**config.mk**
```make
export PLATFORM = sky130hd
export DESIGN_NAME = backend
export DESIGN_NICKNAME = d
export VERILOG_FILES = /design/src/pipeline_types.sv /design/src/dispatch_regfile_if.sv /design/src/backend.sv /design/src/dispatch.sv /design/src/ex.sv /design/src/id.sv /design/src/regfile.sv
export SDC_FILE = /design/constraint.sdc
export NUM_CORES = 2
export LEC_CHECK = 0
export BUFFER_PORTS_ARGS = -buffer_cell sky130_fd_sc_hd__buf_2
export CAP_MARGIN = 5
export CELL_PAD_IN_SITES_DETAIL_PLACEMENT = 0
export CELL_PAD_IN_SITES_GLOBAL_PLACEMENT = 1
export CORE_MARGIN = 2
export CORE_UTILIZATION = 59
export CTS_CLUSTER_SIZE = 25
export DETAILED_ROUTE_END_ITERATION = 7
export HOLD_SLACK_MARGIN = 0.12
export PLACE_DENSITY = 0.9
export RECOVER_POWER = 100
export SYNTH_ARGS = -nofsm -noshare
export SYNTH_HDL_FRONTEND = slang
export SYNTH_SLANG_ARGS = --single-unit
```
**constraint.sdc**
```tcl
create_clock -name clk -period 4.8 [get_ports clk]
set_input_delay 0.24 -clock clk [delete_from_list [all_inputs] [get_ports clk]]
set_output_delay 0.24 -clock clk [all_outputs]
set_load 0.02 [all_outputs]
```
**src/pipeline_types.sv**
```systemverilog
package pipeline_types;

    localparam int XLEN        = 32;
    localparam int REG_ADDR_W  = 5;
    localparam int OPC_3R_W    = 17;
    localparam int OPC_2RI12_W = 10;
    localparam int OPC_1RI20_W = 7;

    // 3R major opcodes, inst[31:15]
    localparam logic [OPC_3R_W-1:0] OPC_ADD_W = 17'h00020;
    localparam logic [OPC_3R_W-1:0] OPC_SUB_W = 17'h00022;
    localparam logic [OPC_3R_W-1:0] OPC_SLT   = 17'h00024;
    localparam logic [OPC_3R_W-1:0] OPC_SLTU  = 17'h00025;
    localparam logic [OPC_3R_W-1:0] OPC_AND   = 17'h00029;
    localparam logic [OPC_3R_W-1:0] OPC_OR    = 17'h0002a;
    localparam logic [OPC_3R_W-1:0] OPC_XOR   = 17'h0002b;

    // 2RI12 opcodes, inst[31:22]
    localparam logic [OPC_2RI12_W-1:0] OPC_ADDI_W = 10'h00a;
    localparam logic [OPC_2RI12_W-1:0] OPC_ANDI   = 10'h00d;
    localparam logic [OPC_2RI12_W-1:0] OPC_ORI    = 10'h00e;
    localparam logic [OPC_2RI12_W-1:0] OPC_XORI   = 10'h00f;

    // 1RI20 opcode, inst[31:25]
    localparam logic [OPC_1RI20_W-1:0] OPC_LU12I_W = 7'h0a;

    typedef enum logic [2:0] {
        ALU_ADD,
        ALU_SUB,
        ALU_SLT,
        ALU_SLTU,
        ALU_AND,
        ALU_OR,
        ALU_XOR,
        ALU_LUI
    } alu_op_e;

    typedef enum logic [1:0] {
        IMM_NONE,
        IMM_SEXT12,
        IMM_ZEXT12,
        IMM_UPPER20
    } imm_kind_e;

    typedef struct packed {
        logic                  valid;
        logic                  illegal;
        alu_op_e               aluop;
        imm_kind_e             imm_kind;
        // raw immediate field, right aligned
        logic [XLEN-1:0]       imm;
        logic [REG_ADDR_W-1:0] rj;
        logic [REG_ADDR_W-1:0] rk;
        logic [REG_ADDR_W-1:0] rd;
        logic                  reg_write_en;
    } id_dispatch_t;

    typedef struct packed {
        logic                  valid;
        logic                  illegal;
        alu_op_e               aluop;
        logic [XLEN-1:0]       a;
        logic [XLEN-1:0]       b;
        logic [REG_ADDR_W-1:0] rd;
        logic                  reg_write_en;
    } dispatch_ex_t;

    typedef struct packed {
        logic                  reg_write_en;
        logic [REG_ADDR_W-1:0] reg_write_addr;
        logic [XLEN-1:0]       reg_write_data;
    } push_forward_t;

endpackage

```
**src/dispatch_regfile_if.sv**
```systemverilog
`timescale 1ns/1ps

interface dispatch_regfile_if
    import pipeline_types::*;
();

    logic [REG_ADDR_W-1:0] raddr1;
    logic [REG_ADDR_W-1:0] raddr2;
    logic [XLEN-1:0]       rdata1;
    logic [XLEN-1:0]       rdata2;

    // dispatch side
    modport master (output raddr1, output raddr2, input rdata1, input rdata2);

    // register file side
    modport slave (input raddr1, input raddr2, output rdata1, output rdata2);

endinterface

```
**src/backend.sv**
```systemverilog
`timescale 1ns/1ps

module backend
    import pipeline_types::*;
(
    input  logic                  clk,
    input  logic                  rst_n_i,

    // from front end
    input  logic                  inst_valid_i,
    input  logic [31:0]           inst_i,

    // writeback
    output logic                  wb_en_o,
    output logic [REG_ADDR_W-1:0] wb_addr_o,
    output logic [XLEN-1:0]       wb_data_o,
    output logic                  illegal_o
);

    dispatch_regfile_if dispatch_regfile_io();

    id_dispatch_t  id_o;
    dispatch_ex_t  dispatch_o;
    push_forward_t ex_push_forward;
    push_forward_t wb_push_forward;

    id u_id (
        .clk,
        .rst_n_i,

        .inst_valid_i(inst_valid_i),
        .inst_i(inst_i),

        .id_o(id_o)
    );

    dispatch u_dispatch (
        .clk,
        .rst_n_i,

        .id_i(id_o),
        .rf(dispatch_regfile_io.master),

        .ex_push_forward_i(ex_push_forward),
        .wb_push_forward_i(wb_push_forward),

        .dispatch_o(dispatch_o)
    );

    regfile u_regfile (
        .clk,
        .rst_n_i,

        .wr_i(wb_push_forward),
        .rf(dispatch_regfile_io.slave)
    );

    ex u_ex (
        .clk,
        .rst_n_i,

        .ex_i(dispatch_o),

        .ex_push_forward_o(ex_push_forward),
        .wb_o(wb_push_forward),
        .illegal_o(illegal_o)
    );

    // wb register feeds both the file and the outputs
    assign wb_en_o   = wb_push_forward.reg_write_en;
    assign wb_addr_o = wb_push_forward.reg_write_addr;
    assign wb_data_o = wb_push_forward.reg_write_data;

endmodule

```
**src/dispatch.sv**
```systemverilog
`timescale 1ns/1ps

module dispatch
    import pipeline_types::*;
(
    input  logic                      clk,
    input  logic                      rst_n_i,
    input  id_dispatch_t              id_i,
    dispatch_regfile_if.master        rf,
    input  push_forward_t             ex_push_forward_i,
    input  push_forward_t             wb_push_forward_i,
    output dispatch_ex_t              dispatch_o
);

    logic [XLEN-1:0] src1;
    logic [XLEN-1:0] src2;
    logic [XLEN-1:0] imm_ext;
    dispatch_ex_t    dispatch_d;

    // newest pending write wins, ex is younger than wb
    function automatic logic [XLEN-1:0] fwd_operand(
        input logic [REG_ADDR_W-1:0] src,
        input logic [XLEN-1:0]       rf_data,
        input push_forward_t         ex_pf,
        input push_forward_t         wb_pf
    );
        logic [XLEN-1:0] val;
        val = rf_data;
        if (src != '0 && wb_pf.reg_write_en && wb_pf.reg_write_addr == src) begin
            val = wb_pf.reg_write_data;
        end
        if (src != '0 && ex_pf.reg_write_en && ex_pf.reg_write_addr == src) begin
            val = ex_pf.reg_write_data;
        end
        return val;
    endfunction

    assign rf.raddr1 = id_i.rj;
    assign rf.raddr2 = id_i.rk;

    assign src1 = fwd_operand(id_i.rj, rf.rdata1, ex_push_forward_i, wb_push_forward_i);
    assign src2 = fwd_operand(id_i.rk, rf.rdata2, ex_push_forward_i, wb_push_forward_i);

    always_comb begin
        case (id_i.imm_kind)
            IMM_SEXT12:  imm_ext = {{(XLEN-12){id_i.imm[11]}}, id_i.imm[11:0]};
            IMM_ZEXT12:  imm_ext = {{(XLEN-12){1'b0}}, id_i.imm[11:0]};
            IMM_UPPER20: imm_ext = {id_i.imm[19:0], 12'b0};
            default:     imm_ext = '0;
        endcase
    end

    always_comb begin
        dispatch_d.valid        = id_i.valid;
        dispatch_d.illegal      = id_i.illegal;
        dispatch_d.aluop        = id_i.aluop;
        dispatch_d.a            = src1;
        dispatch_d.b            = (id_i.imm_kind == IMM_NONE) ? src2 : imm_ext;
        dispatch_d.rd           = id_i.rd;
        dispatch_d.reg_write_en = id_i.reg_write_en;
    end

    always_ff @(posedge clk or negedge rst_n_i) begin
        if (!rst_n_i) begin
            dispatch_o <= '0;
        end else begin
            dispatch_o <= dispatch_d;
        end
    end

endmodule

```
**src/ex.sv**
```systemverilog
`timescale 1ns/1ps

module ex
    import pipeline_types::*;
(
    input  logic          clk,
    input  logic          rst_n_i,
    input  dispatch_ex_t  ex_i,
    output push_forward_t ex_push_forward_o,
    output push_forward_t wb_o,
    output logic          illegal_o
);

    logic [XLEN-1:0]       result;
    logic                  wb_en_q;
    logic [REG_ADDR_W-1:0] wb_addr_q;
    logic [XLEN-1:0]       wb_data_q;

    always_comb begin
        case (ex_i.aluop)
            ALU_ADD:  result = ex_i.a + ex_i.b;
            ALU_SUB:  result = ex_i.a - ex_i.b;
            ALU_SLT:  result = {{(XLEN-1){1'b0}}, $signed(ex_i.a) < $signed(ex_i.b)};
            ALU_SLTU: result = {{(XLEN-1){1'b0}}, ex_i.a < ex_i.b};
            ALU_AND:  result = ex_i.a & ex_i.b;
            ALU_OR:   result = ex_i.a | ex_i.b;
            ALU_XOR:  result = ex_i.a ^ ex_i.b;
            ALU_LUI:  result = ex_i.b;
            default:  result = '0;
        endcase
    end

    // bubbles must never look like a pending write
    always_comb begin
        ex_push_forward_o.reg_write_en   = ex_i.valid & ex_i.reg_write_en;
        ex_push_forward_o.reg_write_addr = ex_i.rd;
        ex_push_forward_o.reg_write_data = result;
    end

    // writeback stage
    always_ff @(posedge clk or negedge rst_n_i) begin
        if (!rst_n_i) begin
            wb_en_q   <= 1'b0;
            illegal_o <= 1'b0;
        end else begin
            wb_en_q   <= ex_push_forward_o.reg_write_en;
            illegal_o <= ex_i.valid & ex_i.illegal;
        end
    end

    always_ff @(posedge clk) begin
        wb_addr_q <= ex_push_forward_o.reg_write_addr;
        wb_data_q <= ex_push_forward_o.reg_write_data;
    end

    assign wb_o.reg_write_en   = wb_en_q;
    assign wb_o.reg_write_addr = wb_addr_q;
    assign wb_o.reg_write_data = wb_data_q;

endmodule

```
**src/id.sv**
```systemverilog
`timescale 1ns/1ps

module id
    import pipeline_types::*;
(
    input  logic         clk,
    input  logic         rst_n_i,
    input  logic         inst_valid_i,
    input  logic [31:0]  inst_i,
    output id_dispatch_t id_o
);

    logic [OPC_3R_W-1:0]    opc_3r;
    logic [OPC_2RI12_W-1:0] opc_2ri12;
    logic [OPC_1RI20_W-1:0] opc_1ri20;

    logic      match_3r;
    logic      match_2ri12;
    logic      match_lu12i;
    logic      legal;
    alu_op_e   aluop_3r;
    alu_op_e   aluop_2ri12;
    imm_kind_e kind_2ri12;

    id_dispatch_t id_d;

    assign opc_3r    = inst_i[31:15];
    assign opc_2ri12 = inst_i[31:22];
    assign opc_1ri20 = inst_i[31:25];

    always_comb begin
        match_3r = 1'b1;
        aluop_3r = ALU_ADD;
        case (opc_3r)
            OPC_ADD_W: aluop_3r = ALU_ADD;
            OPC_SUB_W: aluop_3r = ALU_SUB;
            OPC_SLT:   aluop_3r = ALU_SLT;
            OPC_SLTU:  aluop_3r = ALU_SLTU;
            OPC_AND:   aluop_3r = ALU_AND;
            OPC_OR:    aluop_3r = ALU_OR;
            OPC_XOR:   aluop_3r = ALU_XOR;
            default:   match_3r = 1'b0;
        endcase
    end

    // addi.w sign-extends, the logic forms zero-extend
    always_comb begin
        match_2ri12 = 1'b1;
        aluop_2ri12 = ALU_ADD;
        kind_2ri12  = IMM_ZEXT12;
        case (opc_2ri12)
            OPC_ADDI_W: begin
                aluop_2ri12 = ALU_ADD;
                kind_2ri12  = IMM_SEXT12;
            end
            OPC_ANDI: aluop_2ri12 = ALU_AND;
            OPC_ORI:  aluop_2ri12 = ALU_OR;
            OPC_XORI: aluop_2ri12 = ALU_XOR;
            default:  match_2ri12 = 1'b0;
        endcase
    end

    assign match_lu12i = (opc_1ri20 == OPC_LU12I_W);
    assign legal       = match_3r | match_2ri12 | match_lu12i;

    always_comb begin
        id_d          = '0;
        id_d.aluop    = ALU_ADD;
        id_d.imm_kind = IMM_NONE;
        if (inst_valid_i) begin
            id_d.valid = 1'b1;
            id_d.rd    = inst_i[4:0];
            if (match_3r) begin
                id_d.aluop = aluop_3r;
                id_d.rj    = inst_i[9:5];
                id_d.rk    = inst_i[14:10];
            end else if (match_2ri12) begin
                id_d.aluop    = aluop_2ri12;
                id_d.imm_kind = kind_2ri12;
                id_d.imm      = {{(XLEN-12){1'b0}}, inst_i[21:10]};
                id_d.rj       = inst_i[9:5];
            end else if (match_lu12i) begin
                id_d.aluop    = ALU_LUI;
                id_d.imm_kind = IMM_UPPER20;
                id_d.imm      = {{(XLEN-20){1'b0}}, inst_i[24:5]};
            end
            id_d.illegal      = ~legal;
            // r0 is hardwired, drop the write
            id_d.reg_write_en = legal && (inst_i[4:0] != '0);
        end
    end

    always_ff @(posedge clk or negedge rst_n_i) begin
        if (!rst_n_i) begin
            id_o <= '0;
        end else begin
            id_o <= id_d;
        end
    end

endmodule

```
**src/regfile.sv**
```systemverilog
`timescale 1ns/1ps

module regfile
    import pipeline_types::*;
(
    input  logic               clk,
    input  logic               rst_n_i,
    input  push_forward_t      wr_i,
    dispatch_regfile_if.slave  rf
);

    localparam int NUM_REGS = 1 << REG_ADDR_W;

    logic [XLEN-1:0] regs [NUM_REGS];

    always_ff @(posedge clk or negedge rst_n_i) begin
        if (!rst_n_i) begin
            for (int i = 0; i < NUM_REGS; i++) begin
                regs[i] <= '0;
            end
        end else if (wr_i.reg_write_en && wr_i.reg_write_addr != '0) begin
            regs[wr_i.reg_write_addr] <= wr_i.reg_write_data;
        end
    end

    // no bypass here, dispatch forwards wb itself
    assign rf.rdata1 = (rf.raddr1 == '0) ? '0 : regs[rf.raddr1];
    assign rf.rdata2 = (rf.raddr2 == '0) ? '0 : regs[rf.raddr2];

endmodule
```
After elaboration in Yosys (flattened, before gate mapping)

Cells that the tools add are included.

Add/subtract/negate cells: 2
Multiply operators: 0
Divide/modulo/power cells: 0
Magnitude comparators: 6
Equal/unequal tests: 26
Shifts and indexed selects: 0
Multiplexer cells: 31
Bitwise gates (word level): 11
Reductions and logical operators: 21

Operator list:

| operator                                                  | number |
|---|---|
| bitwise mux 1024 bit                                      | 1 |
| 2-to-1 mux 32 bit                                         | 12 |
| binary-select mux 32 bit (select 5 bit)                   | 2 |
| case mux 32 bit (8 select lines)                          | 1 |
| demux 32 bit (select 5 bit)                               | 1 |
| == test 17 x 6 -> 1 bit (second input constant)           | 7 |
| case mux 32 bit (3 select lines)                          | 1 |
| 2-to-1 mux 37 bit                                         | 2 |
| < comparator 32 bit                                       | 2 |
| 2-to-1 mux 55 bit                                         | 1 |
| == test 10 x 4 -> 1 bit (second input constant)           | 4 |
| 2-to-1 mux 34 bit                                         | 1 |
| adder 32 bit                                              | 1 |
| AND 32 bit                                                | 1 |
| OR 32 bit                                                 | 1 |
| subtractor 32 bit                                         | 1 |
| bitwise XOR 32 bit                                        | 1 |
| == test 5 bit                                             | 4 |
| nonzero test 5 bit                                        | 4 |
| greater-or-equal comparator 6 bit (second input constant) | 3 |
| inverter 5 -> 6 bit                                       | 3 |
| case mux 3 bit (6 select lines)                           | 1 |
| 2-to-1 mux 5 bit                                          | 3 |
| == test 3 bit (second input constant)                     | 4 |
| other kinds (19)                                          | 35 |

Register bits after elaboration: 1,181
Bits in latches: 0
Bits in writable memories: 0
ROM bits: 0
Word-level logic and storage cells: 149
Memories kept: 0

Logic depth before layout (Yosys ltp)

Depth after elaboration: 8
Gate-level depth with buffers: 14

Hierarchy

From an unflattened synthesis, not the netlist that was laid out.

Cells, all modules: 4,847
Area, all modules: 66,052.1 um2

Modules (own cells, without submodules):

| module   | instances | cells an instance | area each (um2) | seq. area each (um2) |
|---|---|---|---|---|
| regfile  | 1         | 3,487             | 53,980.5        | 25,624.6 |
| ex       | 1         | 826               | 6,183.4         | 790.8 |
| dispatch | 1         | 370               | 3,916.3         | 1,876.8 |
| id       | 1         | 164               | 1,971.9         | 1,076.0 |

Worst setup path before layout

OpenSTA, ideal clock, no wires.

Kind: flip-flop to flip-flop
Start point: register, netlist name u_dispatch.dispatch_o[14]
End point: register, netlist name u_dispatch.dispatch_o[28]
Arrival time: 2.871 ns
Slack: 1.809 ns
Cell stages (with the launch flop): 13
Path buffers: 1
Clock period less this slack: 2.991 ns
Path through: dfrtp_1 > inv_1 > ha_1 > buf_6 > or3_1 > a2111oi_4 > o21ai_2 > o211a_4 > o41ai_2 > a2111oi_0 > a311o_1 > o21ai_1 > nand2_1

Worst setup path after layout

Start point: register u_ex.wb_addr_q[0]
End point: register u_regfile.regs[344] in the netlist's numbering

Word-level cells in the longest chain between the ends: 6

Ends and longest elaborated chain:

| what                                                                                                          | RTL line      | text |
|---|---|---|
| start, declared                                                                                               | ex.sv:16      | `logic [REG_ADDR_W-1:0] wb_addr_q;` |
| start signal, assigned                                                                                        | ex.sv:52      | `wb_addr_q <= ex_push_forward_o.reg_write_addr;` |
| inverter 5 -> 6 bit (implied by the code)                                                                     | regfile.sv:22 | `regs[wr_i.reg_write_addr] <= wr_i.reg_write_data;` |
| greater-or-equal comparator 6 bit (implied by the code) / < comparator 6 x 1 -> 1 bit (equally long branches) | regfile.sv:22 |  |
| logical AND 1 bit (implied by the code)                                                                       | regfile.sv:22 |  |
| 2-to-1 mux 32 bit (implied by the code)                                                                       | regfile.sv:22 |  |
| demux 32 bit (select 5 bit)                                                                                   | regfile.sv:22 |  |
| bitwise mux 1024 bit                                                                                          | regfile.sv:22 |  |
| end signal, assigned by index                                                                                 | regfile.sv:22 |  |
| end, declared                                                                                                 | regfile.sv:14 | `logic [XLEN-1:0] regs [NUM_REGS];` |

Several ways; a longest one is shown, not always the timed one.
A chain may end at the register's enable or synchronous reset.

==> out/metrics.csv <==
metric,value,unit
skew,0.01636,ns
p_per_area,282.5,mW/mm2
cp.buffers_inverters,1,
gp_congestion,1.027,
via_count,43819,
cts_max_path_buffers,3,
die_y,337.4,um
critPathMaxFanout,17,
netlist_top_cells_area,"dfrtp_1, mux4_2, mux2_2",
grt_usage,35.79,%
yosysSeqAreaShare,44.79,%
synth_top_area_share,43.66,%
clock.fmax,0.2171,GHz
syn_avg_cell_area,14.39,um2
syn_inst,4556,
hold_violations,0,
antenna_found_initial,7,
yosysTopAreaCell,dfrtp_1,
dr.first_iter.drc_count,4913,
worstSetupEndpointType,flop,
clock-sinks,1181,
drive_gt1_share,45.59,%
ant_nets,0,
min_path_type,input pin to flop,
slowest_delay,2.23,ns
cp_slowest_cell,nor2_1,
avgViaCountPerCell,7.209,
leakage,31.85,nW
swShare,21.85,%
worst_slew_pin_slew,3.585,ns
design.core.area,0.1105,mm2
synth_nets,4689,
htree_levels,3,
numCtsBuffers,121,
tns,0,ns
synth_cell_type_count,87,
final.setup.worst_slack,0.1934,ns
status,finished with violations,
synth_seq_cells,1181,
cts_root_buf,clkbuf_16,
yosysMostFrequentCell,dfrtp_1,
ys_warn_count,0,
dp_slack,0.9912,ns
ys.flop_type,dfrtp_1,
p_clk_share,49.1,%
max_slew_margin,-139.0,%
grt_start_max_net_pins,135,
fp.dieW,337.4,um
cts_tree,done,
rows,122,
cp.required,5.41,ns
drtPass1Iterations,6,
internal-power,15.86,mW
grt_pass1_wl,297600,um
worst_setup_path_start_kind,flop,
hpwl,122700,um
io_buffer_count,73,
clkTransAtPathRegs,0.07,ns
wire_per_inst,33.03,um
seqPwrFrac,49.2,%
critPathArrivalTime,5.22,ns
io_pins,74,
period_share,95.97,%
drc_errors,0,
clock_latency,0.74,ns
drv_slew,983,
p_switching,4.432,mW
synthArstFlopShare,96.87,%
multi_input_area,0.03373,mm2
violations,"capacitance limit, slew limit",
syn_area,0.06557,mm2
period_needed,4.607,ns
post_cts_resized,0,
wirelength,200700,um
synth_edf_count,0,
path_class,flop to flop,
rsz0062_at_grt,no,
area_growth,9.533,%
first_global_vias,45024,
vdd_ir_drop_max,302.9,uV
nFillCells,7802,
fin_util,64.99,%
die_area,0.1138,mm2
synthTopCellsByCount,"dfrtp_1, mux2_2, mux4_2",
cap_violations,38,
comb_power_share,1.7,%
final-seq-area,0.02940,mm2
setup_viol,0,
start_util,59.33,%
cp_top_family,simple AND/OR/NAND/NOR gates,
nets,4617,
grt-ovfl-total,0,
path_cells,"nand2b_1, nor2_1, clkbuf_2, mux2_2",
==> cells by family after synthesis <==
| group | Yosys count | share of synthesized area (%) |
|---|---|---|
| xor gates and xnor gates | 45 | 0.6011 |
| buffers and inverters | 615 | 3.755 |
| muxes | 1732 | 40.92 |
| AOI/OAI and AO/OA | 477 | 4.898 |
| adders and majority gates | 98 | 1.893 |
| and+or+nand+nor | 408 | 3.141 |
| DFF | 1181 | 44.79 |
==> worst paths after layout <==
check	cells past startpoint	end	slack, ns	startpoint
min in group asynchronous	2	u_regfile.regs[56]	1.28	rst_n_i
max in group asynchronous	3	u_regfile.regs[828]	1.00	rst_n_i
worst min register to register	0	u_dispatch.dispatch_o[71]	0.35	u_id.id_o[51]
worst max register to register	4	u_regfile.regs[344]	0.19	u_ex.wb_addr_q[0]
worst max-delay path	4	u_regfile.regs[344]	0.19	u_ex.wb_addr_q[0]
worst min-delay path	7	u_id.id_o[27]	0.24	inst_i[27]
==> cells in the final DEF, fill, tap and decap left out, drive strengths merged, types with 9 or more instances in the layout <==
cell type    count
a31oi           10
o31ai           12
o211ai          13
nor2b           27
and3            17
buf            136
nand3b          11
o21bai          10
bufinv          12
clkinv          33
o21a             9
dfxtp           37
nor2           100
a221oi          55
ha              96
dfrtp         1144
a21o            13
nand2          107
and2            18
mux2i           36
o22ai           10
a21oi          141
nand2b          15
mux4           655
nor4            12
a211oi          25
inv            148
a22oi           14
nand4           15
clkbuf         270
nor3            24
mux2          1041
o21ai          107
or3              9
xnor2           35
nand3           28
xor2            10
dlygate4sd3     47
==> area by class of cell <==
| cell class | count | area share (%) |
|---|---|---|
| Clock inverter | 49 | 0.8379 |
| Clock buffer | 179 | 5.012 |
| Antenna cell | 1 | 0.003484 |
| Sequential cell | 1181 | 40.94 |
| Inverter | 146 | 0.7630 |
| Tap cell | 1488 | 2.592 |
| Timing Repair Buffer | 274 | 2.888 |
| Multi-Input combinational cell | 2760 | 46.97 |
==> power by group through the flow <==
stage | combinational (mW) | sequential [mW] | clock (mW)
after CTS | 0.351 | 9.98 | 10.0
after global routing | 0.382 | 9.98 | 10.5
after floorplan | 0.0544 | 10.2 | 0
final | 0.337 | 9.99 | 9.97
after detailed placement | 0.324 | 10.2 | 0
after global placement | 0.322 | 10.2 | 0
==> metal layers <==
metal,share of wire (%),vias to the layer above,track usage (%)
li1,-,17293,-
met1,39,23369,49.71
met2,45,2581,52.72
met3,11,568,9.051
met4,5.7,8,18.58
met5,0.028,-,0
==> stage by stage <==
| step | instances | power (mW) | instance area [um2] | hold slack [ns] |
|---|---|---|---|---|
| after floorplan | 4556 | 10.21 | 65570 | -0.05559 |
| after CTS | 6077 | 20.38 | 72390 | 0.1848 |
| final | 6078 | 20.29 | 71820 | 0.2411 |
| after detailed placement | 5802 | 10.49 | 67720 | 0.3379 |
| after global routing | 6077 | 20.84 | 71820 | 0.2687 |
| after global placement | 5802 | 10.49 | 67720 | 0.3313 |
==> registers in the layout (all words and copies together) (netlist names) <==
register	cells
u_ex.wb_addr_q	5
u_dispatch.dispatch_o	75
u_id.id_o	43
u_ex.wb_en_q	1
u_ex.illegal_o	1
u_ex.wb_data_q	32
u_regfile.regs	1024
==> timing repair <==
item                                   in CTS  in global routing
hold buffers                               47                  0
buffers inserted                            0                  0
setup endpoints to repair                   0                  0
endpoints found under the hold margin     136                  0
==> tightest hold or removal path, stage by stage <==
cell and delay (ns):
buf_2 0.10, nor4_1 0.06, nand3_1 0.13, a21oi_1 0.06
buf_4 0.19, nand2_1 0.08, a21oi_1 0.08
Note: power is estimated with default switching activity, not from simulation.
